[config.mk]
export PLATFORM = sky130hd
export DESIGN_NAME = memWriteback
export DESIGN_NICKNAME = d
export VERILOG_FILES = /design/src/rvPkg.sv /design/src/memWriteback.sv
export SDC_FILE = /design/constraint.sdc
export NUM_CORES = 2
export LEC_CHECK = 0
export BUFFER_PORTS_ARGS = -buffer_cell sky130_fd_sc_hd__buf_2
export CAP_MARGIN = 10
export CORE_UTILIZATION = 50
export CTS_BUF_LIST = sky130_fd_sc_hd__clkbuf_16
export CTS_CLUSTER_SIZE = 8
export DETAILED_ROUTE_END_ITERATION = 6
export GPL_ROUTABILITY_DRIVEN = 0
export GPL_TIMING_DRIVEN = 0
export PLACE_DENSITY = 0.74
export REMOVE_ABC_BUFFERS = 1
export SKIP_CTS_REPAIR_TIMING = 1
export SYNTH_ARGS = -nofsm -noshare
export SYNTH_HDL_FRONTEND = slang
export SYNTH_SLANG_ARGS = --single-unit
[constraint.sdc]
create_clock -name clk -period 84.8 [get_ports clk]
set_clock_uncertainty 0.05 [all_clocks]
set_input_delay 12.72 -clock clk [delete_from_list [all_inputs] [get_ports clk]]
set_output_delay 12.72 -clock clk [all_outputs]
set_load 0.02 [all_outputs]
[src/rvPkg.sv]
// Shared types, opcode and ALU enums, and sizing constants for the RV32I core
package rvPkg;

    // Sizing
    localparam int XLEN       = 32;
    localparam int NUM_REGS   = 32;
    localparam int DMEM_WORDS = 64;
    localparam int DMEM_AW    = 6;

    // Data word for registers, ALU results and memory
    typedef logic [XLEN-1:0] xlenT;

    // Raw instruction word
    typedef logic [31:0] instrT;

    // Instruction fields
    typedef logic [4:0] regIdxT;
    typedef logic [2:0] funct3T;
    typedef logic [6:0] funct7T;

    // Word index into the data memory
    typedef logic [DMEM_AW-1:0] dmemAddrT;

    // Supported major opcodes
    typedef enum logic [6:0] {
        OPC_LUI    = 7'b0110111,
        OPC_AUIPC  = 7'b0010111,
        OPC_JAL    = 7'b1101111,
        OPC_JALR   = 7'b1100111,
        OPC_BRANCH = 7'b1100011,
        OPC_LOAD   = 7'b0000011,
        OPC_STORE  = 7'b0100011,
        OPC_OPIMM  = 7'b0010011,
        OPC_OP     = 7'b0110011
    } opcodeE;

    // ALU operations
    typedef enum logic [3:0] {
        ALU_ADD   = 4'd0,
        ALU_SUB   = 4'd1,
        ALU_SLL   = 4'd2,
        ALU_SLT   = 4'd3,
        ALU_SLTU  = 4'd4,
        ALU_XOR   = 4'd5,
        ALU_SRL   = 4'd6,
        ALU_SRA   = 4'd7,
        ALU_OR    = 4'd8,
        ALU_AND   = 4'd9,
        ALU_PASSB = 4'd10
    } aluOpE;

    // Branch funct3 codes
    localparam funct3T F3_BEQ  = 3'b000;
    localparam funct3T F3_BNE  = 3'b001;
    localparam funct3T F3_BLT  = 3'b100;
    localparam funct3T F3_BGE  = 3'b101;
    localparam funct3T F3_BLTU = 3'b110;
    localparam funct3T F3_BGEU = 3'b111;

endpackage

[src/memWriteback.sv]
// Data memory, word load and store, result select and write-back register
`timescale 1ns/1ps

module memWriteback import rvPkg::*; (
    input  logic   clk,
    input  logic   rst,
    input  logic   exValid,
    input  xlenT   exResult,
    input  xlenT   exStoreData,
    input  regIdxT exRd,
    input  logic   exRegWrite,
    input  logic   exMemRead,
    input  logic   exMemWrite,
    output logic   wbValid,
    output regIdxT wbRd,
    output xlenT   wbData,
    output logic   regWe,
    output regIdxT regWaddr,
    output xlenT   regWdata
);

    xlenT     dmem [DMEM_WORDS];
    dmemAddrT addr;
    xlenT     loadData;
    xlenT     resData;

    // Word index from byte address, low bits ignored
    assign addr = exResult[DMEM_AW+1:2];

    // Store at the clock edge
    always_ff @(posedge clk or posedge rst)
    begin
        if (rst)
        begin
            for (int i = 0; i < DMEM_WORDS; i++)
            begin
                dmem[i] <= '0;
            end
        end
        else if (exValid && exMemWrite)
        begin
            dmem[addr] <= exStoreData;
        end
    end

    // Combinational load
    assign loadData = dmem[addr];
    assign resData  = exMemRead ? loadData : exResult;

    // Register-file write port, also the bypass source for execute
    assign regWe    = exValid && exRegWrite;
    assign regWaddr = exRd;
    assign regWdata = resData;

    // Write-back pulse only for real register writes
    always_ff @(posedge clk or posedge rst)
    begin
        if (rst)
        begin
            wbValid <= 1'b0;
        end
        else
        begin
            wbValid <= regWe && (exRd != '0);
        end
    end

    always_ff @(posedge clk)
    begin
        wbRd   <= exRd;
        wbData <= resData;
    end

endmodule

# ---- Word level (Yosys, flattened, before mapping)
# Cells that the tools add are included.
dict set report op_classes {
  n_lt_le_gt_ge 2
  muxes 7
  n_bitwise 1
  n_reduce_logical 5
}
# op n
set op_table {}
lappend op_table {{$bwmux W2048} 1}
lappend op_table {{$bmux W32 S6} 1}
lappend op_table {{$demux W32 S6} 1}
lappend op_table {{$mux W32} 4}
lappend op_table {{$ge A7 B7 Y1 const B} 1}
lappend op_table {{$lt A7 B1 Y1 const B} 1}
lappend op_table {{$not A6 Y7} 1}
lappend op_table {{$reduce_bool A5 Y1} 1}
lappend op_table {{$logic_and A1 B1 Y1} 4}
dict set report totals {
  regBits 2086
  inputBits 75
  wordCells 82
}

# ---- Logic depth before layout (Yosys ltp)
dict set report logic_depth {
  depth_word 6
  ltp_mapped 11
}

# ---- Worst setup path after synthesis
# OpenSTA, ideal clock, no wires.
dict set report synth_timing {
  kind {input port to output port}
  startpoint {input exResult[3]}
  endpoint {output regWdata[21]}
  arrival_time_ps 14560
  required_ps 72030
  slack_ps 57470
  stages 9
  n_path_buf 5
  cell_sequence {buf_6 > buf_8 > buf_8 > buf_2 > buf_2 > mux4_2 > a221oi_1 > nand4_1 > o32a_1}
}
dict set report synth_via {
  elab_chain_len 5
}
# item line
set synth_rtl {}
lappend synth_rtl {{start, declared} memWriteback.sv:8} ;# input xlenT exResult,
lappend synth_rtl {{$not A6 Y7 (not written as such)} memWriteback.sv:47} ;# assign loadData = dmem[addr];
lappend synth_rtl {{$bmux W32 S6} memWriteback.sv:47}
lappend synth_rtl {{$mux W32 (not written as such) (2 in a row)} memWriteback.sv:47}
lappend synth_rtl {{$mux W32} memWriteback.sv:48} ;# assign resData = exMemRead ? loadData : exResult;
lappend synth_rtl {{end, declared} memWriteback.sv:19} ;# output xlenT regWdata
# No other way between the ends. The select of a mux whose other input is x is not followed.

# ---- Worst setup path in the final report
dict set report layout_timing {
  startpoint {input exResult[2]}
  endpoint {output regWdata[27]}
}
# The elaborated chain is that of the path after synthesis.

==> metrics.txt <==
status complete, but fails checks; failing checks DRC; WHS 430 ps; number of flops mapped to enable cells by yosys 0; M1 GR Usage 43.1%; CTS Root Cell clkbuf_16; io pins 151; DP Area 99600 um^2; CTS Buf Count 311; Sequential Power Share 45.7%; sequential-to-total area share from yosys stat 55.0%; fin nets 6649; Die H 437 um; max-cap viol count 0; Tcrit/Tclk final 35.5%; area delta synth->final 14.3%; routed vias 63442; first drt pass iteration count 7; Pleak 50.4 nW; first-pass GRT wire length 468000 um; Slew Viols, Final 0; logic gate share of total power 10.1%; clk_lat worst skew 960 ps; Max rail drop VDD 0.0238 mV; die area 191000 um^2; commonest cells in the netlist mux2_2, dfrtp_1, clkbuf_1; gr busiest metal met2; #FFs+latches synth 2086; share of synthesized flip-flops with an asynchronous set or reset 98.2%; Initial Utilization 50.3%; min Tclk post-route 30100 ps; average via count per standard cell 6.93; Syn Area/Cell 14.3 um^2; gr usage total 33.8%; Iteration-0 DRC Markers 8235; Pwr Total 0.00246 W; Placeable Area 188000 um^2; H-Tree Depth 5; ANT nets after route 0; layout cells sized above 1 46.0%; Clock Path Buffers 4; P_sw 0.000603 W; FMAX 0.0332 GHz; arrival time worst endpoint 17330 ps; cell-internal power 0.00185 W; Chip Width 437 um; PortBufs 150; met2 GRT Util 49.6%; Reg clk slew, reported paths 50 ps; CTS tree built; Max-slew headroom 5.35%; initial antenna violation count 37; DRC 72; Std-Cell Rows 159; synth top area cells dfrtp_1, mux2_2, mux4_2; top-count cell post-synth mux2_2; mapped cell area 94500 um^2; Yosys warnings 0; Worst Setup Start Kind input pin; Hold Crit Class register to register; pin count of the biggest net entering global routing 137; Sw Share 24.5%; Hold Vio Cnt, Final 0; design area 108000 um^2; hpwl dp 198000 um; clock power share 44.2%; Synth cell types 71; setup violators final 0; ys flop type dfrtp_1; clock sinks 2086; DR WL/cell 35.3 um; post-synth top area cell dfrtp_1; post-synth top area share 54.2%; number of global-route vias before repair 65099; WP data required 72030 ps; met3 usage 11.1%; critical path class input pin to primary output; DRT Wirelength 324000 um; crit path max fanout 78; gr ovfl total 0; cells after synthesis 6627; RSZ-0062 raised after global routing no; Pwr Density 22.7 nW/um^2; critical path endpoint category primary output; Worst-Margin Slew 1420 ps
==> final cells by class <==
| class | instances | area, um^2 |
|---|---|---|
| fill | 14189 | 79700 |
| sequential | 2086 | 52000 |
| multi-input combinational | 3826 | 39500 |
| clock buffer | 320 | 8010 |
| timing repair buffer | 344 | 5060 |
| tap | 2495 | 3120 |
| clock inverter | 56 | 264 |
| antenna | 25 | 62.6 |
| inverter | 5 | 38.8 |
==> routing by layer <==
metal  up-vias  part of all wire (%)
met2      4205                    44
met3      1206                    12
met5         -                 0.054
met4        24                   7.2
met1     33543                    37
li1      24464                     -
==> final timing paths <==
| path | cells after the start | slack, ps | startpoint | to |
|---|---|---|---|---|
| setup reg to reg | 5 | 81830 | dmem[1806]$_DFFE_PP0P_ | wbData[14]$_DFF_P_ |
| hold / removal | 1 | 430 | dmem[98]$_DFFE_PP0P_ | dmem[98]$_DFFE_PP0P_ |
| max in group asynchronous | 6 | 70070 | rst | dmem[147]$_DFFE_PP0P_ |
| min in group asynchronous | 2 | 11790 | rst | dmem[1338]$_DFFE_PP0P_ |
| hold reg to reg | 1 | 430 | dmem[98]$_DFFE_PP0P_ | dmem[98]$_DFFE_PP0P_ |
| setup / recovery | 10 | 54700 | exResult[2] | regWdata[27] |
==> critical path, stage by stage <==
cell      delay [ps]
buf_8            360
buf_16           360
buf_16           420
inv_4            300
buf_12           300
nor2_2          1110
a222oi_1         320
o211ai_1         590
o32a_1           340
buf_2            200
==> sequential cells by signal, indices dropped and copies added (netlist names) <==
register	count
wbRd	5
wbValid	1
dmem	2048
wbData	32
==> per-stage QoR <==
| stage | worst slack [ps] | setup TNS [ps] | std cells | utilization [%] |
|---|---|---|---|---|
| CTS | 54940 | 0 | 9125 | 57.4 |
| floorplan | 14150 | 0 | 5917 | - |
| global placement | -3900 | -7068070 | 8562 | 50.5 |
| detailed placement | 54930 | 0 | 8749 | 53.0 |
| global route | 54740 | 0 | 9148 | 57.5 |
| finish | 54700 | 0 | 9157 | 57.6 |
==> cells by family (layout without fill, tap and decap cells) <==
family,after synthesis,in the layout,synth area share [%]
multiplexers,2570,2570,32.3
flip-flops,2086,2086,55.0
AO/OA/AOI/OAI,909,909,7.20
buffers and inverters,715,725,3.77
AND/OR/NAND/NOR,347,347,1.69
other,0,25,0
==> placed cells by master, fill, tap and decap left out, drive strengths merged, types with 58 or more instances in the layout <==
cell type and count:
mux2 2220, a221oi 243, o21ai 102, a22oi 127, mux4 163, buf 344
mux2i 187, nand2 98, nor2 171, clkbuf 320, inv 58, a21oi 110
o22ai 90, dfrtp 2049
==> power groups by stage <==
stage                     clock network, W  registers (W)  logic, W
after floorplan                          0        0.00113  0.000145
after global placement                   0        0.00114  0.000234
after detailed placement                 0        0.00113  0.000242
after CTS                          0.00109        0.00112  0.000244
after global routing               0.00113        0.00113  0.000261
final                              0.00109        0.00112  0.000248
No activity file was read; power rests on OpenSTA's default activity.
