File: src/rvPkg.sv
// Shared types, opcode and ALU enums, and sizing constants for the RV32I core
package rvPkg;

    // Sizing
    localparam int XLEN       = 32;
    localparam int NUM_REGS   = 32;
    localparam int DMEM_WORDS = 64;
    localparam int DMEM_AW    = 6;

    // Data word for registers, ALU results and memory
    typedef logic [XLEN-1:0] xlenT;

    // Raw instruction word
    typedef logic [31:0] instrT;

    // Instruction fields
    typedef logic [4:0] regIdxT;
    typedef logic [2:0] funct3T;
    typedef logic [6:0] funct7T;

    // Word index into the data memory
    typedef logic [DMEM_AW-1:0] dmemAddrT;

    // Supported major opcodes
    typedef enum logic [6:0] {
        OPC_LUI    = 7'b0110111,
        OPC_AUIPC  = 7'b0010111,
        OPC_JAL    = 7'b1101111,
        OPC_JALR   = 7'b1100111,
        OPC_BRANCH = 7'b1100011,
        OPC_LOAD   = 7'b0000011,
        OPC_STORE  = 7'b0100011,
        OPC_OPIMM  = 7'b0010011,
        OPC_OP     = 7'b0110011
    } opcodeE;

    // ALU operations
    typedef enum logic [3:0] {
        ALU_ADD   = 4'd0,
        ALU_SUB   = 4'd1,
        ALU_SLL   = 4'd2,
        ALU_SLT   = 4'd3,
        ALU_SLTU  = 4'd4,
        ALU_XOR   = 4'd5,
        ALU_SRL   = 4'd6,
        ALU_SRA   = 4'd7,
        ALU_OR    = 4'd8,
        ALU_AND   = 4'd9,
        ALU_PASSB = 4'd10
    } aluOpE;

    // Branch funct3 codes
    localparam funct3T F3_BEQ  = 3'b000;
    localparam funct3T F3_BNE  = 3'b001;
    localparam funct3T F3_BLT  = 3'b100;
    localparam funct3T F3_BGE  = 3'b101;
    localparam funct3T F3_BLTU = 3'b110;
    localparam funct3T F3_BGEU = 3'b111;

endpackage

File: src/regFile.sv
// Register file with two combinational read ports, one write port and hardwired x0
`timescale 1ns/1ps

module regFile import rvPkg::*; (
    input  logic   clk,
    input  logic   rst,
    input  regIdxT rs1,
    input  regIdxT rs2,
    output xlenT   rdata1,
    output xlenT   rdata2,
    input  logic   we,
    input  regIdxT waddr,
    input  xlenT   wdata
);

    // x1 to x31 only
    xlenT regs [1:NUM_REGS-1];

    always_ff @(posedge clk or posedge rst)
    begin
        if (rst)
        begin
            for (int i = 1; i < NUM_REGS; i++)
            begin
                regs[i] <= '0;
            end
        end
        else if (we && (waddr != '0))
        begin
            regs[waddr] <= wdata;
        end
    end

    // x0 reads zero
    assign rdata1 = (rs1 == '0) ? '0 : regs[rs1];
    assign rdata2 = (rs2 == '0) ? '0 : regs[rs2];

    // Write address from the result stage must be resolved
    assert property (@(posedge clk) disable iff (rst) we |-> !$isunknown(waddr));

endmodule

File: config.mk
export PLATFORM = sky130hd
export DESIGN_NAME = regFile
export DESIGN_NICKNAME = d
export VERILOG_FILES = /design/src/rvPkg.sv /design/src/regFile.sv
export SDC_FILE = /design/constraint.sdc
export NUM_CORES = 2
export LEC_CHECK = 0
export ABC_CLOCK_PERIOD_IN_PS = 38900
export BUFFER_PORTS_ARGS = -buffer_cell sky130_fd_sc_hd__buf_2
export CAP_MARGIN = 30
export CORE_UTILIZATION = 55
export DETAILED_ROUTE_END_ITERATION = 8
export PLACE_DENSITY = 0.68
export SYNTH_ARGS = -nofsm -noshare
export SYNTH_HDL_FRONTEND = slang
export SYNTH_SLANG_ARGS = --single-unit
File: constraint.sdc
create_clock -name clk -period 38.9 [get_ports clk]
set_input_delay 1.945 -clock clk [delete_from_list [all_inputs] [get_ports clk]]
set_output_delay 1.945 -clock clk [all_outputs]
set_load 0.005 [all_outputs]
# [Yosys cells after proc, flatten, opt, wreduce, memory -nomap -nowiden]
# Index checks and enable logic that the tools add are counted.
[word_totals] input_bits=50 output_inout_bits=64 wordCells=54 reg_bits=992
[classes] order_cmp=4 n_reduce_logical=5 bitwise=3 n_mux=11
[ops] operator="992-bit bitwise mux" n=1
[ops] operator="32-bit binary-select mux with 5-bit select" n=2
[ops] operator="32-bit 2-to-1 mux" n=7
[ops] operator="32-bit demux with 5-bit select" n=1
[ops] operator="6-bit >= comparator, second input constant" n=3
[ops] operator="5-bit inverter with 6-bit output" n=3
[ops] operator="5-bit zero test" n=2
[ops] operator="6-bit by 1-bit less-than comparator with 1-bit output, second input constant" n=1
[ops] operator="5-bit nonzero test" n=1
[ops] operator="1-bit logical AND" n=2

# [Logic depth before layout (Yosys ltp)]
[depth] word_depth=6 ltp_mapped=10 depth_no_buf=5

# [Least setup slack after synthesis]
# Ideal clock, no wire load.
[synth_timing] path_type="in2out" from="input port rs1[1]" to="output port rdata1[19]" n_path_buf=3 slack_ns=33.462 required_ns=36.955 path_stages=7 arrival_ns=3.493 cell_sequence="buf_2 buf_2 clkbuf_1 mux4_2 mux2_2 a21oi_1 o211ai_1"
[synth_via] elab_chain_len=5 elab_cells_between_ends=6 classes_between="mux: 4; bitwise: 1; reduce/logical: 1"
[synth_rtl] item="start: declaration" line_no="regFile.sv:7" source="input regIdxT rs1,"
[synth_rtl] item="5-bit inverter with 6-bit output (implied by the code)" line_no="regFile.sv:35" source="assign rdata1 = (rs1 == '0) ? '0 : regs[rs1];"
[synth_rtl] item="32-bit binary-select mux with 5-bit select" line_no="regFile.sv:35"
[synth_rtl] item="32-bit 2-to-1 mux (implied by the code) (2 in a row)" line_no="regFile.sv:35"
[synth_rtl] item="32-bit 2-to-1 mux (*)" line_no="regFile.sv:35"
[synth_rtl] item="end: declaration" line_no="regFile.sv:9" source="output xlenT rdata1,"
# Every way passes the cells marked *; elsewhere a longest branch is shown, timed or not. The select of a mux whose other input is x is not followed.

# [Final worst setup path]
[layout_timing] from="input port rs2[0]" to="output port rdata2[29]"
[layout_via] elab_chain_len=5 elab_cells_between_ends=6 classes_between="mux: 4; bitwise: 1; reduce/logical: 1"
[layout_rtl] item="start: declaration" line_no="regFile.sv:8" source="input regIdxT rs2,"
[layout_rtl] item="5-bit inverter with 6-bit output (implied by the code)" line_no="regFile.sv:36" source="assign rdata2 = (rs2 == '0) ? '0 : regs[rs2];"
[layout_rtl] item="32-bit binary-select mux with 5-bit select" line_no="regFile.sv:36"
[layout_rtl] item="32-bit 2-to-1 mux (implied by the code) (2 in a row)" line_no="regFile.sv:36"
[layout_rtl] item="32-bit 2-to-1 mux (*)" line_no="regFile.sv:36"
[layout_rtl] item="end: declaration" line_no="regFile.sv:10" source="output xlenT rdata2,"
# Marked as above.

==> impl_metrics.py <==
metrics = {
    "floorplanning": {
        "fp.dieH_um": 313.8,
        "io-pin-count": 114,
        "core_area_um2": 95580,
        "die_w_um": 313.8,
        "num_rows": 113,
        "fp.dieArea_um2": 98450,
        "start_util_pct": 55.93,
    },
    "sta": {
        "fin_setup_tns_ps": 0,
        "finClkSkew_ps": 0,
        "maxSlewHeadroom_pct": 26.92,
        "finalMaxSlewViolations": 0,
        "finalHoldViolCount": 0,
        "hold-worst-slack_ps": 522.9,
        "finalCritPeriodShare_pct": 19.85,
        "setup_viol": 0,
        "worst_pin_slew_ps": 1096,
        "rsz0062_at_grt": "no",
        "max_freq_mhz": 129.5,
        "final.setup.worst_slack_ps": 31180,
        "period_minus_slack_ps": 7723,
    },
    "setup_path": {
        "cpPeakStageDelay_ps": 810,
        "critPathMaxFanout": 66,
        "endpoint_kind": "output pin",
        "slowest_stage": "buf_4",
        "critPathKind": "input port to output pin",
        "crit_chain": "buf_8, buf_4, nor2b_4, buf_4, a21oi_1, a21oi_1, o21ai_0, buf_2",
        "path_buf_inv": 4,
        "crit_family": "buffers and inverters",
        "arrival_ps": 5780,
        "crit_required_ps": 36950,
        "critPathLaunchType": "input port",
    },
    "logic_synthesis": {
        "async_flop_share_pct": 100.0,
        "synth-edff-count": 0,
        "synthTopCellsByArea": "dfrtp_1, mux2_2, mux4_2",
        "syn_area_per_cell_um2": 14.19,
        "ys.flop_type": "dfrtp_1",
        "synth_seq_cells": 992,
        "syn_area_um2": 53460,
        "yosysTopAreaCell": "dfrtp_1",
        "yosys_warnings": 0,
        "synth_cells": 3766,
        "syn-num-nets": 3816,
        "yosysSeqAreaShare_pct": 46.44,
        "yosysTopAreaCellShare_pct": 46.44,
        "ys_types": 48,
    },
    "clocking": {
        "post_cts_buffers": 0,
        "htreeDepth": 3,
        "cts_tree": "done",
        "hold_buffers": 0,
        "root_buffer": "clkbuf_16",
        "cts_buffer_depth": 3,
        "clk_pin_slew_ps": 60,
        "numCtsBuffers": 107,
        "clock_latency_ps": 670,
        "cts_sinks": 992,
        "cts_resized": 0,
    },
    "global_route": {
        "grt_use_total_pct": 35.25,
        "grt_pass1_vias": 37972,
        "grt_max_degree": 169,
        "grt_pass1_wl_um": 254300,
        "grt.overflow.total": 0,
        "grt_antenna_before_repair": 12,
    },
    "place": {
        "io_buffer_count": 113,
        "place.gp.congestion": 0.8835,
        "pre_cts_ws_ps": 31140,
        "dpl_cell_area_um2": 54750,
        "hpwl_um": 96250,
    },
    "layout": {
        "largest_register_ffs": 992,
        "synthToLayoutAreaGrowth_pct": 9.948,
        "nets": 3727,
        "layout_common_cells": "mux2_2, dfrtp_1, mux4_2, nand2_1, mux2i_1",
        "layout-drive-gt1-share_pct": 50.23,
        "top_regs": "regs x992",
        "utilization_pct": 61.49,
        "stdcell_area_um2": 58770,
        "num-fill-cells": 7162,
        "final_common_cell": "mux2_2",
        "top_register": "regs",
    },
    "power": {
        "vdd_drop_max_uv": 49.07,
        "power_density_nw_per_um2": 53.54,
        "leakage_nw": 25.58,
    },
    "drt": {
        "drtIter0Drc": 3898,
        "drt-total-wl_um": 171500,
        "vias_per_cell": 7.109,
        "drcViolationCount": 0,
        "postRouteAntennaNets": 0,
        "drt-wirelength-per-cell_um": 34.04,
        "first_pass_iters": 7,
        "via_count": 35822,
    },
    "run_status": {
        "status": "finished, final reports clean",
    },
    "run": {
        "cap_violations": 0,
    },
    "min_path": {
        "hp-class": "register to register",
    },
}
per-stage QoR:
stage               power, mW  cells
global placement        1.989   4821
floorplan               1.848   3766
CTS                     3.144   5026
global route            3.259   5035
finish                  3.147   5039
detailed placement      2.036   4827
Yosys cell counts, drive strengths merged, types with 12 or more instances:
master  count
o32a       14
o21ai      42
o211ai     39
clkbuf    195
a22oi      12
dfrtp     992
a21oi     115
nand2     193
nor3       37
nor2       67
mux2i     145
nand3      43
nor2b      57
o221ai     15
mux4      408
a221oi     54
mux2     1072
buf       203
logic make-up (layout without fill, tap and decap cells):
family	after synthesis	in the layout	share of synthesized area [%]
AO/OA/AOI/OAI	318	318	3.951
buffers and inverters	406	407	3.455
flip-flops	992	992	46.44
multiplexers	1625	1625	42.55
other	0	7	0
AND/OR/NAND/NOR	425	425	3.607
power breakdown:
| part | switching, mW | leakage [nW] | total [mW] | internal, mW |
|---|---|---|---|---|
| clock | 0.432 | 1.91 | 1.11 | 0.681 |
| sequential | 0.158 | 12.7 | 1.39 | 1.23 |
| combinational | 0.269 | 11.0 | 0.640 | 0.372 |
final cells by class:
class / instances / area (µm²) / share of cell area (%)
multi-input combinational: 2368 / 26990 / 45.92
inverter: 8 / 42.54 / 0.07238
clock inverter: 35 / 589.3 / 1.003
sequential: 992 / 24820 / 42.24
antenna: 7 / 17.52 / 0.02980
tap: 1265 / 1583 / 2.693
clock buffer: 164 / 3264 / 5.554
timing repair buffer: 200 / 1463 / 2.489
final timing paths:
path / from / to / slack, ps / cells after the start
worst max-delay path: rs2[0] / rdata2[29] / 31180 / 8
worst min-delay path: regs[820]$_DFFE_PP0P_ / regs[820]$_DFFE_PP0P_ / 520 / 1
worst max register to register: regs[297]$_DFFE_PP0P_ / regs[297]$_DFFE_PP0P_ / 38070 / 1
worst min register to register: regs[820]$_DFFE_PP0P_ / regs[820]$_DFFE_PP0P_ / 520 / 1
max in group asynchronous: rst / regs[600]$_DFFE_PP0P_ / 34720 / 7
min in group asynchronous: rst / regs[292]$_DFFE_PP0P_ / 1450 / 2
per-layer routing:
layer	up-vias	share of wire [%]	global-route usage [%]
li1	14163	-	-
met2	1900	46	54.12
met4	6	5.0	15.84
met5	-	0.026	0
met3	471	9.4	8.900
met1	19282	39	47.59
Note: power is estimated with default switching activity, not from simulation.
