==> config.mk <==
export PLATFORM = sky130hd
export DESIGN_NAME = instrDecode
export DESIGN_NICKNAME = d
export VERILOG_FILES = /design/src/rvPkg.sv /design/src/instrDecode.sv
export SDC_FILE = /design/constraint.sdc
export NUM_CORES = 1
export LEC_CHECK = 0
export BUFFER_PORTS_ARGS = -buffer_cell sky130_fd_sc_hd__buf_2
export CAP_MARGIN = 20
export CORE_MARGIN = 8
export CORE_UTILIZATION = 42
export CTS_CLUSTER_DIAMETER = 100
export DETAILED_ROUTE_END_ITERATION = 10
export PLACE_DENSITY = 0.76
export SLEW_MARGIN = 20
export SYNTH_ARGS = -nofsm -noshare
export SYNTH_HDL_FRONTEND = slang
export SYNTH_SLANG_ARGS = --single-unit
==> constraint.sdc <==
create_clock -name clk -period 1.8 [get_ports clk]
set_input_delay 0.09 -clock clk [delete_from_list [all_inputs] [get_ports clk]]
set_output_delay 0.09 -clock clk [all_outputs]
set_load 0.005 [all_outputs]
==> src/rvPkg.sv <==
// Shared types, opcode and ALU enums, and sizing constants for the RV32I core
package rvPkg;

    // Sizing
    localparam int XLEN       = 32;
    localparam int NUM_REGS   = 32;
    localparam int DMEM_WORDS = 64;
    localparam int DMEM_AW    = 6;

    // Data word for registers, ALU results and memory
    typedef logic [XLEN-1:0] xlenT;

    // Raw instruction word
    typedef logic [31:0] instrT;

    // Instruction fields
    typedef logic [4:0] regIdxT;
    typedef logic [2:0] funct3T;
    typedef logic [6:0] funct7T;

    // Word index into the data memory
    typedef logic [DMEM_AW-1:0] dmemAddrT;

    // Supported major opcodes
    typedef enum logic [6:0] {
        OPC_LUI    = 7'b0110111,
        OPC_AUIPC  = 7'b0010111,
        OPC_JAL    = 7'b1101111,
        OPC_JALR   = 7'b1100111,
        OPC_BRANCH = 7'b1100011,
        OPC_LOAD   = 7'b0000011,
        OPC_STORE  = 7'b0100011,
        OPC_OPIMM  = 7'b0010011,
        OPC_OP     = 7'b0110011
    } opcodeE;

    // ALU operations
    typedef enum logic [3:0] {
        ALU_ADD   = 4'd0,
        ALU_SUB   = 4'd1,
        ALU_SLL   = 4'd2,
        ALU_SLT   = 4'd3,
        ALU_SLTU  = 4'd4,
        ALU_XOR   = 4'd5,
        ALU_SRL   = 4'd6,
        ALU_SRA   = 4'd7,
        ALU_OR    = 4'd8,
        ALU_AND   = 4'd9,
        ALU_PASSB = 4'd10
    } aluOpE;

    // Branch funct3 codes
    localparam funct3T F3_BEQ  = 3'b000;
    localparam funct3T F3_BNE  = 3'b001;
    localparam funct3T F3_BLT  = 3'b100;
    localparam funct3T F3_BGE  = 3'b101;
    localparam funct3T F3_BLTU = 3'b110;
    localparam funct3T F3_BGEU = 3'b111;

endpackage

==> src/instrDecode.sv <==
// Instruction register, field split, immediate generation and control decode
`timescale 1ns/1ps

module instrDecode import rvPkg::*; (
    input  logic    clk,
    input  logic    rst,
    input  logic    instrValid,
    input  instrT   instr,
    input  xlenT    instrPc,
    input  logic    flush,
    output logic    decValid,
    output xlenT    pc,
    output regIdxT  rs1,
    output regIdxT  rs2,
    output regIdxT  rd,
    output funct3T  funct3,
    output xlenT    imm,
    output aluOpE   aluOp,
    output logic    aluSrcImm,
    output logic    aluSrcPc,
    output logic    regWrite,
    output logic    memRead,
    output logic    memWrite,
    output logic    isBranch,
    output logic    isJump,
    output logic    isJalr,
    output logic    illegalOp
);

    instrT  instrQ;
    logic   validQ;
    opcodeE opcode;
    funct7T funct7;
    xlenT   immI;
    xlenT   immS;
    xlenT   immB;
    xlenT   immU;
    xlenT   immJ;

    // Map funct3 plus the alternate bit onto an ALU operation
    function automatic aluOpE aluFromFunct(input funct3T f3, input logic alt);
        aluOpE op;
        case (f3)
            3'b000:  op = alt ? ALU_SUB : ALU_ADD;
            3'b001:  op = ALU_SLL;
            3'b010:  op = ALU_SLT;
            3'b011:  op = ALU_SLTU;
            3'b100:  op = ALU_XOR;
            3'b101:  op = alt ? ALU_SRA : ALU_SRL;
            3'b110:  op = ALU_OR;
            default: op = ALU_AND;
        endcase
        return op;
    endfunction

    // Instruction register, an all-zero word decodes as illegal
    always_ff @(posedge clk or posedge rst)
    begin
        if (rst)
        begin
            instrQ <= '0;
            validQ <= 1'b0;
        end
        else
        begin
            validQ <= instrValid;
            if (instrValid)
            begin
                instrQ <= instr;
            end
        end
    end

    // PC travels alongside the instruction
    always_ff @(posedge clk)
    begin
        if (instrValid)
        begin
            pc <= instrPc;
        end
    end

    // Younger instruction dies while a redirect is pending
    assign decValid = validQ && !flush;

    // Field split
    assign opcode = opcodeE'(instrQ[6:0]);
    assign rd     = instrQ[11:7];
    assign funct3 = instrQ[14:12];
    assign rs1    = instrQ[19:15];
    assign rs2    = instrQ[24:20];
    assign funct7 = instrQ[31:25];

    // Sign-extended immediates per format
    assign immI = {{20{instrQ[31]}}, instrQ[31:20]};
    assign immS = {{20{instrQ[31]}}, instrQ[31:25], instrQ[11:7]};
    assign immB = {{19{instrQ[31]}}, instrQ[31], instrQ[7], instrQ[30:25], instrQ[11:8], 1'b0};
    assign immU = {instrQ[31:12], 12'b0};
    assign immJ = {{11{instrQ[31]}}, instrQ[31], instrQ[19:12], instrQ[20], instrQ[30:21], 1'b0};

    // Control decode
    always_comb
    begin
        imm       = immI;
        aluOp     = ALU_ADD;
        aluSrcImm = 1'b0;
        aluSrcPc  = 1'b0;
        regWrite  = 1'b0;
        memRead   = 1'b0;
        memWrite  = 1'b0;
        isBranch  = 1'b0;
        isJump    = 1'b0;
        isJalr    = 1'b0;
        illegalOp = 1'b0;
        case (opcode)
            OPC_LUI:
            begin
                imm       = immU;
                aluOp     = ALU_PASSB;
                aluSrcImm = 1'b1;
                regWrite  = 1'b1;
            end
            OPC_AUIPC:
            begin
                imm       = immU;
                aluSrcImm = 1'b1;
                aluSrcPc  = 1'b1;
                regWrite  = 1'b1;
            end
            OPC_JAL:
            begin
                // ALU forms pc + imm as the target
                imm       = immJ;
                aluSrcImm = 1'b1;
                aluSrcPc  = 1'b1;
                regWrite  = 1'b1;
                isJump    = 1'b1;
            end
            OPC_JALR:
            begin
                // ALU forms rs1 + imm as the target
                aluSrcImm = 1'b1;
                regWrite  = 1'b1;
                isJump    = 1'b1;
                isJalr    = 1'b1;
            end
            OPC_BRANCH:
            begin
                imm      = immB;
                isBranch = 1'b1;
            end
            OPC_LOAD:
            begin
                aluSrcImm = 1'b1;
                regWrite  = 1'b1;
                memRead   = 1'b1;
            end
            OPC_STORE:
            begin
                imm       = immS;
                aluSrcImm = 1'b1;
                memWrite  = 1'b1;
            end
            OPC_OPIMM:
            begin
                // Only SRAI uses funct7 as an alternate bit
                aluOp     = aluFromFunct(funct3, (funct3 == 3'b101) && funct7[5]);
                aluSrcImm = 1'b1;
                regWrite  = 1'b1;
            end
            OPC_OP:
            begin
                aluOp    = aluFromFunct(funct3, funct7[5]);
                regWrite = 1'b1;
            end
            default:
            begin
                illegalOp = 1'b1;
            end
        endcase
    end

    // One memory access per instruction
    assert property (@(posedge clk) disable iff (rst) !(memRead && memWrite));

endmodule

### Word-level counts from Yosys, hierarchy flattened

Index checks and enable logic that the tools add are counted.

* output and inout bits: 96
* bits of input ports: 68
* flip-flop bits (word level): 65
* logic and storage cells: 45

* reduce and logical (&&, ||, !) cells: 10
* mux-type cells: 17
* eq/ne operators: 15

Operators by type and width (number)
* $pmux 31 s4: 1
* $pmux 4 s7: 2
* $eq 7x6->1 const B: 3
* $eq 7x7->1 const B: 3
* $eq 7x5->1 const B: 2
* $reduce_or 7->1: 2
* $mux 1: 13
* $pmux 4 s3: 1
* $eq 3x3->1 const B: 3
* $reduce_or 9->1: 1
* $eq 7x2->1 const B: 1
* $eq 3x2->1 const B: 2
* $reduce_or 2->1: 3
* $eq 3x1->1 const B: 1
* $logic_not 3->1: 1
* $logic_and 1x1->1: 2
* $logic_not 1->1: 1

### Longest topological paths before layout

* depth in word-level cells: 5
* mapped depth: 5
* depth with buffers taken out: 4

### Worst setup path after synthesis

No wires, ideal clock.

* path kind: reg-to-output
* start point: reg instrQ[3]
* end point: out imm[12]
* cell stages (with the launch flop): 6
* path slack: 277 ps
* data arrival time: 1433 ps
* required time: 1710 ps
* cells stage by stage: dfrtp_1 -> nand4b_1 -> nor3b_2 -> or2_2 -> buf_4 -> a21o_1

* longest elaborated chain between the ends: 3
* elaborated cells between the ends (all ways): 7
* those cells by class: eq/ne: 5; mux: 1; reduce/logical: 1

RTL lines
* start, declared: line instrDecode.sv:30 `instrT instrQ;`
* start signal, assigned: line instrDecode.sv:69 `instrQ <= instr;`
* $eq 7x5->1 / $eq 7x6->1 (equally long branches): line instrDecode.sv:115 `case (opcode)`
* $reduce_or 2->1 (no line)
* $pmux 31 s4 (*): line instrDecode.sv:115
* end, declared: line instrDecode.sv:17 `output xlenT imm,`

Every way passes the cells marked *; elsewhere a longest branch is shown, timed or not.

### Worst setup path after layout

* start point: reg instrQ[3]
* end point: out aluSrcPc

* longest elaborated chain between the ends: 3
* elaborated cells between the ends (all ways): 4
* those cells by class: eq/ne: 2; mux: 1; reduce/logical: 1

RTL lines
* $eq 7x7->1 / $eq 7x5->1 (equally long branches): line instrDecode.sv:115
* $reduce_or 2->1 (no line) (*)
* $mux 1 (*): line instrDecode.sv:115
* end, declared: line instrDecode.sv:20 `output logic aluSrcPc,`

Marks and branches as above.

==> run summary <==
WHS: 19.3 ps
Area leader, netlist: edfxtp_1
Max Cap Viol: 0
Drt first pass iters: 6
Die width: 98 um
WS Path Type: reg -> out
DRT iter0 DRCs: 69
Port-buffer cells: 163
Worst-skew pair later-pin latency: 320 ps
HP Start: instr[4]
Top Usage Layer GRT: met2
Pin count of the biggest net entering global routing: 68
Asr flop ratio synth: 0.508
Vias in the first global route: 2830
Avg Cell Area, Syn: 14.0 um^2
CP max stage delay: 430 ps
CTS tree: done
GR Util met3: 0.0839
Critical path, cell by cell: nand4b_1 -> buf_4 -> or3b_4 -> o21bai_1 -> buf_2
Reg2reg path depth: 1
Seq/Total Area, Yosys: 0.633
Cells after synthesis: 202
WP buf/inv: 2
Slew Limit Fails: 0
Syn Nets: 270
Cell area after placement: 3660 um^2
RR Endpoint: instrQ[13]$_DFFE_PP0P_
Overflow after GRT: 0
Area share of the leading cell type in the synthesized netlist: 0.340
Die area: 9600 um^2
Layout cells sized above 1: 0.596
Post-synth top cells: dfrtp_1, edfxtp_1, mux2_2, buf_4, a21o_1
Worst setup EP type: output pin
Top Family by Delay on Critical Path: simple AND/OR/NAND/NOR gates
Synth top area cells: edfxtp_1, dfrtp_1, mux2_2
Core Area: 6640 um^2
Initial Util: 0.425
Slew @ Worst Pin: 488 ps
#FFs+latches synth: 65
Drt drc: 0
LEAKAGE: 2.38 nW
Met2 global-route usage: 0.334
GRT Overall Usage: 0.197
P&R area growth vs syn: 72.6%
WL final: 9.83 mm
Post-route ant nets: 0
Sink Count: 65
GR Layer Usage met1: 0.220
Longest Clk Path Bufs: 2
Max stage delay cell, worst path: dfrtp_2
Final hold violation count: 0
H-tree depth: 3
Pre-CTS WS: -136 ps
CTS Buf Count: 9
Final Util: 0.734
Fin worst setup slack: -324 ps
Slew HR: 0.674
Clock root cell: clkbuf_8
Yosys warnings: 0
Synthesized area: 2820 um^2
Violated checks: negative setup slack
Maximum vdd drop: 0.571 mV
Final nets: 511
Post-synth top flop: dfrtp_1
Crit. path cell count: 5
R2R setup slack: 840 ps
RSZ-0062 raised after global routing: yes
I/O pin count: 164
Setup-failing EPs final: 40
Row count: 30
Design Area, Final: 4870 um^2
Cell variety after synth: 34
CP required: 1710 ps
Status: finished with violations
Hold depth: 2
Placed insts: 429
Critical path launch point type: register
Vias: 2606
HPWL Detailed: 6.24 mm
Die extent in y: 98 um
DR WL/cell: 18.6 um
Gpl congestion: 0.847
Initial antenna violation count: 0
Critical path data arrival time: 2030 ps
R2R Path Start: instrQ[13]$_DFFE_PP0P_
# diodes: 0
Top-count cell post-synth: dfrtp_1
Final Non-Filler Cells: 528
Hold EP: instrQ[4]$_DFFE_PP0P_
Layout Skew: 0 ps
Vias/cell: 4.94
Number of synthesized flops with an enable pin: 32
Min cycle time layout: 2120 ps
HP Class: in -> reg
Final period util: 1.18
Max Freq: 471 MHz
Pwr/cell area: 791 nW/um^2
Crit-path max FO: 7
First-pass GRT wire length: 15.0 mm
CTS clk-pin slew, worst paths: 70 ps
-- how the worst max path moves through the flow --
| stage | slack, ps | from | endpoint |
|---|---|---|---|
| floorplan | 280 | instrQ[3]$_DFFE_PP0P_ | imm[12] |
| global placement | -50 | instrQ[2]$_DFFE_PP0P_ | imm[12] |
| detailed placement | -140 | instrQ[2]$_DFFE_PP0P_ | imm[19] |
| CTS | -240 | instrQ[3]$_DFFE_PP0P_ | aluSrcPc |
| global route | -400 | instrQ[3]$_DFFE_PP0P_ | aluSrcPc |
| finish | -320 | instrQ[3]$_DFFE_PP0P_ | aluSrcPc |
-- kinds of logic (layout without fill, tap and decap cells) --
kind of cell    Yosys count  after routing  synth area share
flops                    65             65             0.633
mux                      32             32             0.127
compound gates           35             35            0.0935
simple gates             40             40            0.0798
buf+inv                  30            276            0.0673
-- per-stage QoR --
stage          setup TNS [ps]  power (W)
6_report                -6400    0.00385
5_1_grt                -11160    0.00403
4_1_cts                 -6670    0.00380
3_5_place_dp             -914    0.00240
3_3_place_gp             -395    0.00239
2_1_floorplan               0    0.00211
-- per-layer routing --
metal  vias up  wire (um)
met5         -          0
met1      1262       4020
li1       1197          -
met3        15        918
met4         0        185
met2       132       4700
-- power by group --
| group | switching, W | internal (W) |
|---|---|---|
| combinational | 0.000335 | 0.000470 |
| sequential | 0.000100 | 0.00170 |
| clock | 0.000535 | 0.000713 |
| total | 0.000970 | 0.00289 |
-- cell usage in the layout, fill, tap and decap left out, types with 4 or more instances in the layout --
master         netlist  layout
mux2_2              30      30
a21o_1              19      19
dfrtp_2              0       6
edfxtp_1            32      32
a22o_1               4       4
nor2_1               9       5
clkbuf_8             0      11
nand2_1              7       4
buf_4               20      24
dfrtp_1             33      27
buf_6                0       9
dlygate4sd3_1        0      63
and2_4               0       4
buf_2                2     158
-- state kept, by name, summed over array words and instances, names as in the netlist --
register  cells
pc           32
validQ        1
instrQ       32
-- what timing repair did --
item	4_1_cts	5_1_grt
pin swaps	13	19
setup buffers	8	11
gates cloned	1	0
endpoints found under the setup margin	40	42
hold buffers	62	1
endpoints found under the hold margin	94	1
gates resized for setup	21	31
-- cell type report --
| cell class | count | area (um^2) |
|---|---|---|
| repair buffers | 257 | 1770 |
| clock inverters | 3 | 40.0 |
| flip-flops and latches | 65 | 1790 |
| clock buffers | 13 | 159 |
| well taps | 80 | 100 |
| inverters | 3 | 11.3 |
| fillers | 428 | 1770 |
| multi-input cells | 107 | 998 |
(Power assumes the default switching activity.)
