File: src/rvPkg.sv
// Shared types, opcode and ALU enums, and sizing constants for the RV32I core
package rvPkg;

    // Sizing
    localparam int XLEN       = 32;
    localparam int NUM_REGS   = 32;
    localparam int DMEM_WORDS = 64;
    localparam int DMEM_AW    = 6;

    // Data word for registers, ALU results and memory
    typedef logic [XLEN-1:0] xlenT;

    // Raw instruction word
    typedef logic [31:0] instrT;

    // Instruction fields
    typedef logic [4:0] regIdxT;
    typedef logic [2:0] funct3T;
    typedef logic [6:0] funct7T;

    // Word index into the data memory
    typedef logic [DMEM_AW-1:0] dmemAddrT;

    // Supported major opcodes
    typedef enum logic [6:0] {
        OPC_LUI    = 7'b0110111,
        OPC_AUIPC  = 7'b0010111,
        OPC_JAL    = 7'b1101111,
        OPC_JALR   = 7'b1100111,
        OPC_BRANCH = 7'b1100011,
        OPC_LOAD   = 7'b0000011,
        OPC_STORE  = 7'b0100011,
        OPC_OPIMM  = 7'b0010011,
        OPC_OP     = 7'b0110011
    } opcodeE;

    // ALU operations
    typedef enum logic [3:0] {
        ALU_ADD   = 4'd0,
        ALU_SUB   = 4'd1,
        ALU_SLL   = 4'd2,
        ALU_SLT   = 4'd3,
        ALU_SLTU  = 4'd4,
        ALU_XOR   = 4'd5,
        ALU_SRL   = 4'd6,
        ALU_SRA   = 4'd7,
        ALU_OR    = 4'd8,
        ALU_AND   = 4'd9,
        ALU_PASSB = 4'd10
    } aluOpE;

    // Branch funct3 codes
    localparam funct3T F3_BEQ  = 3'b000;
    localparam funct3T F3_BNE  = 3'b001;
    localparam funct3T F3_BLT  = 3'b100;
    localparam funct3T F3_BGE  = 3'b101;
    localparam funct3T F3_BLTU = 3'b110;
    localparam funct3T F3_BGEU = 3'b111;

endpackage

File: src/aluExecute.sv
// Operand bypass, ALU, branch compare, target calculation and execute register
`timescale 1ns/1ps

module aluExecute import rvPkg::*; (
    input  logic   clk,
    input  logic   rst,
    input  logic   decValid,
    input  xlenT   pc,
    input  regIdxT rs1,
    input  regIdxT rs2,
    input  regIdxT rd,
    input  funct3T funct3,
    input  xlenT   imm,
    input  aluOpE  aluOp,
    input  logic   aluSrcImm,
    input  logic   aluSrcPc,
    input  logic   regWrite,
    input  logic   memRead,
    input  logic   memWrite,
    input  logic   isBranch,
    input  logic   isJump,
    input  logic   isJalr,
    input  logic   illegalOp,
    input  xlenT   rdata1,
    input  xlenT   rdata2,
    input  logic   fwdWbValid,
    input  regIdxT fwdWbRd,
    input  xlenT   fwdWbData,
    output logic   exValid,
    output xlenT   exResult,
    output xlenT   exStoreData,
    output regIdxT exRd,
    output logic   exRegWrite,
    output logic   exMemRead,
    output logic   exMemWrite,
    output logic   redirect,
    output xlenT   redirectPc,
    output logic   illegal
);

    xlenT src1;
    xlenT src2;
    xlenT opA;
    xlenT opB;
    xlenT aluOut;
    xlenT result;
    xlenT target;
    logic brCond;
    logic taken;

    // Result stage holds the only producer not yet in the register file
    function automatic xlenT bypass(input regIdxT idx, input xlenT rfData);
        xlenT val;
        val = rfData;
        // Load data or ALU result from the result stage
        if ((idx != '0) && fwdWbValid && (fwdWbRd == idx))
        begin
            val = fwdWbData;
        end
        return val;
    endfunction

    always_comb
    begin
        src1 = bypass(rs1, rdata1);
        src2 = bypass(rs2, rdata2);
    end

    // Operand select
    assign opA = aluSrcPc ? pc : src1;
    assign opB = aluSrcImm ? imm : src2;

    // ALU
    always_comb
    begin
        case (aluOp)
            ALU_ADD:   aluOut = opA + opB;
            ALU_SUB:   aluOut = opA - opB;
            ALU_SLL:   aluOut = opA << opB[4:0];
            ALU_SLT:   aluOut = {{(XLEN-1){1'b0}}, $signed(opA) < $signed(opB)};
            ALU_SLTU:  aluOut = {{(XLEN-1){1'b0}}, opA < opB};
            ALU_XOR:   aluOut = opA ^ opB;
            ALU_SRL:   aluOut = opA >> opB[4:0];
            ALU_SRA:   aluOut = xlenT'($signed(opA) >>> opB[4:0]);
            ALU_OR:    aluOut = opA | opB;
            ALU_AND:   aluOut = opA & opB;
            default:   aluOut = opB;
        endcase
    end

    // Link value for jumps
    assign result = isJump ? (pc + 32'd4) : aluOut;

    // Branch condition on the bypassed register values
    always_comb
    begin
        case (funct3)
            F3_BEQ:  brCond = (src1 == src2);
            F3_BNE:  brCond = (src1 != src2);
            F3_BLT:  brCond = ($signed(src1) < $signed(src2));
            F3_BGE:  brCond = ($signed(src1) >= $signed(src2));
            F3_BLTU: brCond = (src1 < src2);
            F3_BGEU: brCond = (src1 >= src2);
            default: brCond = 1'b0;
        endcase
    end

    assign taken = decValid && (isJump || (isBranch && brCond));

    // Branches add imm to pc and jumps take the ALU sum
    always_comb
    begin
        if (isBranch)
        begin
            target = pc + imm;
        end
        else if (isJalr)
        begin
            target = {aluOut[XLEN-1:1], 1'b0};
        end
        else
        begin
            target = aluOut;
        end
    end

    // Execute register control
    always_ff @(posedge clk or posedge rst)
    begin
        if (rst)
        begin
            exValid    <= 1'b0;
            exRegWrite <= 1'b0;
            exMemRead  <= 1'b0;
            exMemWrite <= 1'b0;
            redirect   <= 1'b0;
            illegal    <= 1'b0;
        end
        else
        begin
            exValid    <= decValid;
            exRegWrite <= decValid && regWrite;
            exMemRead  <= decValid && memRead;
            exMemWrite <= decValid && memWrite;
            redirect   <= taken;
            illegal    <= decValid && illegalOp;
        end
    end

    // Execute register payload
    always_ff @(posedge clk)
    begin
        exResult    <= result;
        exStoreData <= src2;
        exRd        <= rd;
        redirectPc  <= target;
    end

    // Slot behind a redirect is squashed and never redirects again
    assert property (@(posedge clk) disable iff (rst) redirect |=> !redirect);

endmodule

File: config.mk
export PLATFORM = sky130hd
export DESIGN_NAME = aluExecute
export DESIGN_NICKNAME = d
export VERILOG_FILES = /design/src/rvPkg.sv /design/src/aluExecute.sv
export SDC_FILE = /design/constraint.sdc
export NUM_CORES = 1
export LEC_CHECK = 0
export ABC_AREA = 1
export BUFFER_PORTS_ARGS = -buffer_cell sky130_fd_sc_hd__buf_2
export CAP_MARGIN = 30
export CORE_MARGIN = 3
export CORE_UTILIZATION = 50
export DETAILED_ROUTE_END_ITERATION = 8
export PLACE_DENSITY = 0.78
export SYNTH_ARGS = -nofsm -noshare
export SYNTH_HDL_FRONTEND = slang
export SYNTH_SLANG_ARGS = --single-unit
File: constraint.sdc
create_clock -name clk -period 0.8 [get_ports clk]
set_input_delay 0.04 -clock clk [delete_from_list [all_inputs] [get_ports clk]]
set_output_delay 0.04 -clock clk [all_outputs]
set_load 0.02 [all_outputs]
==> flow_metrics.tcl, run 1 <==
set metrics [dict create \
    rows 67 \
    ys.flop_type "dfxtp_1" \
    grt_max_degree 72 \
    grt_overflow_total 421 \
    hpwl_um 83700 \
    yosysMostFrequentCell "nand2_1" \
    first-error "[ERROR GRT-0232] Routing congestion too high. Check the congestion heatmap in the GUI." \
    clockBufferDepth 2 \
    gp_congestion 1.14 \
    postSynthCellCount 3118 \
    lastStage "global routing (5_1_grt)" \
    cts_buffers 9 \
    io_pins 307 \
    netlist_top_cells_area "nand2_1 20%, nand3_1 15%, dfxtp_1 12%" \
    port_buffers 306 \
    clock-sinks 107 \
    synth_edf_count 0 \
    initial_core_util_pct 51.5 \
    synth.avg_cell_area_um2 5.60 \
    synth.net_count 3480 \
    ys_warn_count 0 \
    worst_endpoint "exResult[0]$_DFF_P_/D" \
    die_h_um 193 \
    grt_util_all_layers_pct 80.9 \
    synth_seq_cells 107 \
    root_buffer "clkbuf_16" \
    synthArstFlopShare_pct 5.61 \
    die_x_um 193 \
    status "stopped before the end" \
    netlist_top_cells_count "913 x nand2_1, 536 x nand3_1, 378 x inv_1" \
    synth_area_um2 17500 \
    dp.cells 4533 \
    yosysTopAreaCell "nand2_1" \
    worst-ep-kind "register data pin" \
    h-tree-depth 3 \
    yosysSeqAreaShare_pct 12.4 \
    synth_top_area_share_pct 19.6 \
    synth_cell_types 59 \
]
==> metrics by stage <==
| step | util, % | setup WS (ps) | hold slack (ps) | cell area (um^2) | TNS, ps |
|---|---|---|---|---|---|
| floorplan | - | -2350 | -169 | 17900 | -145910 |
| global placement | 74.6 | -3210 | -51.9 | 25300 | -213810 |
| detailed placement | 74.6 | -3310 | -39.6 | 25300 | -219590 |
| CTS | 78.7 | -2590 | -138 | 26700 | -169870 |
==> per-layer routing <==
metal,GRT usage [%],overflow
met2,96.1,226
met5,32.6,0
met1,80.2,4
met3,67.0,12
met4,83.4,179
==> timing repair <==
| action | CTS |
|---|---|
| setup buffers | 11 |
| hold buffers | 13 |
| endpoints found under the hold margin | 32 |
| endpoints found under the setup margin | 200 |
| resized for setup | 239 |
| pin swaps | 33 |
==> cell families after synthesis <==
| logic type | after synthesis | synth area share (%) |
|---|---|---|
| adders and majority gates | 162 | 11.7 |
| and+or+nand+nor | 1762 | 44.1 |
| DFF | 107 | 12.4 |
| buffers and inverters | 527 | 12.5 |
| xor gates and xnor gates | 54 | 2.71 |
| AOI/OAI and AO/OA | 506 | 16.5 |
==> run 2, diff against run 1 <==
- CORE_UTILIZATION: 50 -> 35
- PLACE_DENSITY: 0.78 -> not set
- PLACE_DENSITY_LB_ADDON: not set -> 0.15
- clock period: 0.8 -> 1 ns (I/O delays scaled with it)
==> run 2 against run 1 <==
The flow now finishes, with violations (negative hold slack, negative setup slack). Synthesized area did not move. Synthesized cell count stayed put.
==> flow_metrics.tcl, run 2 <==
set metrics [dict create \
    crit_required_ps 1300 \
    clockBufferDepth 2 \
    postSynthCellCount 3118 \
    p_sw_mw 15.7 \
    hp-class "primary input to flip-flop" \
    synth_cell_types 59 \
    critPathCaptureType "flip-flop" \
    dp.cells 4801 \
    synth.net_count 3480 \
    port_buffers 306 \
    crit_path_start_kind "primary input" \
    gp_congestion 1.08 \
    synth_area_um2 17500 \
    clock-sinks 107 \
    layout-drive-gt1-share_pct 44.9 \
    h-tree-depth 3 \
    top_regs "exResult: 32 flops, exStoreData: 32 flops, redirectPc: 32 flops" \
    final_cell_mix "853 x buf_4, 787 x nand2_1, 415 x nand3_1" \
    wl_per_cell_um 23.8 \
    io_pins 307 \
    grt_overflow_total 0 \
    ys.flop_type "dfxtp_1" \
    cp_max_fo 8 \
    powerDensity_nw_per_um2 1030 \
    synth_top_area_share_pct 19.6 \
    cp_num_buf_inv 8 \
    stdcell_count 4911 \
    cts_tree "done" \
    vias_per_cell 5.65 \
    synth.avg_cell_area_um2 5.60 \
    yosysTopAreaCell "nand2_1" \
    nets 4604 \
    netlist_top_cells_area "nand2_1 20%, nand3_1 15%, dfxtp_1 12%" \
    fillerInstances 4627 \
    drt_pass1_iterations 6 \
    grt_max_degree 72 \
    whs_path_depth 3 \
    p_int_mw 16.0 \
    grt_pass1_vias 26200 \
    fin_ws_ps -2590 \
    slowest_delay_ps 320 \
    initial_core_util_pct 35.5 \
    critPathTopFamily "simple AND/OR/NAND/NOR gates" \
    wl_um 117000 \
    synthArstFlopShare_pct 5.61 \
    cp_data_arrival_time_ps 3890 \
    report.final.slew_viol_count 0 \
    worstSetupPathType "primary input to flip-flop" \
    grt_pass1_wl_um 165000 \
    netlist_top_cells_count "913 x nand2_1, 536 x nand3_1, 378 x inv_1" \
    whs_endpoint "exStoreData[10]" \
    status "finished with violations" \
    grt_antenna_before_repair 1 \
    area_delta_synth_final_pct 75.1 \
    drt_iter0_drc 3316 \
    crit_top_cell "nand3_2" \
    cts_buffers 9 \
    drc_errors 0 \
    drv_cap 0 \
    synth_edf_count 0 \
    crit_slowest_cell "ha_4" \
    die_h_um 229 \
    ant_nets 0 \
    sw_frac_of_total_pct 49.5 \
    violations "negative hold slack, negative setup slack" \
    finalCritPeriodShare_pct 359 \
    core-area_um2 49200 \
    ir_drop_uv 782 \
    clk_pin_slew_ps 90 \
    hold_path.startpoint "rdata2[10]" \
    finalHoldViolations 14 \
    rows 81 \
    timing.final.crit_period_ps 3590 \
    diodes 0 \
    mostFrequentLayoutCell "buf_4" \
    hold_ws_ps -89.2 \
    setup_viol 78 \
    power.leakage_nw 15.9 \
    crit_cells 28 \
    num_vias 27700 \
    rsz0062_at_grt "yes" \
    power_frac_seq_pct 16.2 \
    fmax_mhz 278 \
    p_comb_share_pct 71.1 \
    dieArea_um2 52600 \
    die_x_um 229 \
    ys_warn_count 0 \
    clockPowerShare_pct 12.7 \
    cts_hold_buf 14 \
    root_buffer "clkbuf_16" \
    yosysMostFrequentCell "nand2_1" \
    grt_util_all_layers_pct 41.3 \
    hpwl_um 94100 \
    timing.slew.headroom_pct 55.9 \
    yosysSeqAreaShare_pct 12.4 \
    tightest_slew_ps 657 \
    synth_seq_cells 107 \
]
[run 2: cell counts after synthesis]
No cell type changed its count.
[run 2: per-stage QoR]
step	setup TNS [ps]	total power [mW]	util [%]	cell area [um^2]	setup WS, ps
CTS	-146230	28.9	57.7	28300	-2450
finish	-154920	31.6	62.2	30600	-2590
floorplan	-128170	13.7	-	17900	-2160
global route	-162630	33.0	62.2	30600	-2710
global placement	-210410	23.1	52.9	26000	-3720
detailed placement	-213470	23.2	52.9	26000	-3870
[run 2: worst max-delay path by stage]
stage                     startpoint             end  slack (ps)
final                         rs2[3]    exResult[27]       -2590
after global routing          rs2[3]    exResult[31]       -2710
after CTS                     rs2[1]     exResult[0]       -2450
after detailed placement  fwdWbRd[0]   redirectPc[6]       -3870
after global placement    fwdWbRd[0]     exResult[6]       -3720
after floorplan           fwdWbRd[0]  redirectPc[23]       -2160
[run 2: cells by family (layout without fill, tap and decap cells)]
kind of cell,after synthesis,after routing,synth area share [%]
buffers and inverters,527,1655,12.5
adders and majority gates,162,162,11.7
and+or+nand+nor,1762,1763,44.1
xor gates and xnor gates,54,54,2.71
DFF,107,107,12.4
AOI/OAI and AO/OA,506,506,16.5
[run 2: timing repair]
item                                   in CTS  in global routing
endpoints found under the hold margin      41                 15
gates cloned                                3                  6
buffers inserted                           39                 54
pin swaps                                 139                155
resized for setup                         436                448
setup endpoints to repair                 112                 96
[run 2: final cells by class]
class | instances | area, um^2 | area share, %
Tap cell | 664 | 831 | 2.72
Clock inverter | 7 | 68.8 | 0.225
Clock buffer | 9 | 225 | 0.736
Multi-Input combinational cell | 2485 | 16200 | 53.0
Timing Repair Buffer | 1249 | 9530 | 31.2
Sequential cell | 107 | 2210 | 7.24
Inverter | 390 | 1520 | 4.97
[run 2: power by group through the flow]
stage,clock network [mW],logic (mW),registers [mW]
3_5_place_dp,0,18.1,5.12
3_3_place_gp,0,18.0,5.16
5_1_grt,4.19,23.7,5.13
4_1_cts,4.03,19.7,5.10
6_report,4.01,22.5,5.14
2_1_floorplan,0,8.12,5.63
[run 2: per-layer routing]
metal	track usage [%]	up-vias	share of wire (%)	routed length (um)
met4	22.4	0	6.9	8090
met1	55.2	13100	41	48200
met2	63.6	1709	43	50100
li1	-	12600	-	-
met3	6.24	369	9.2	10700
met5	0	-	0	0
[run 2: tightest hold or removal path: cells and delay by family]
kind / cells / cell delay [ps]
compound gates: 1 / 90
buf+inv: 1 / 80
simple gates: 1 / 60
Note: power is estimated with default switching activity, not from simulation.
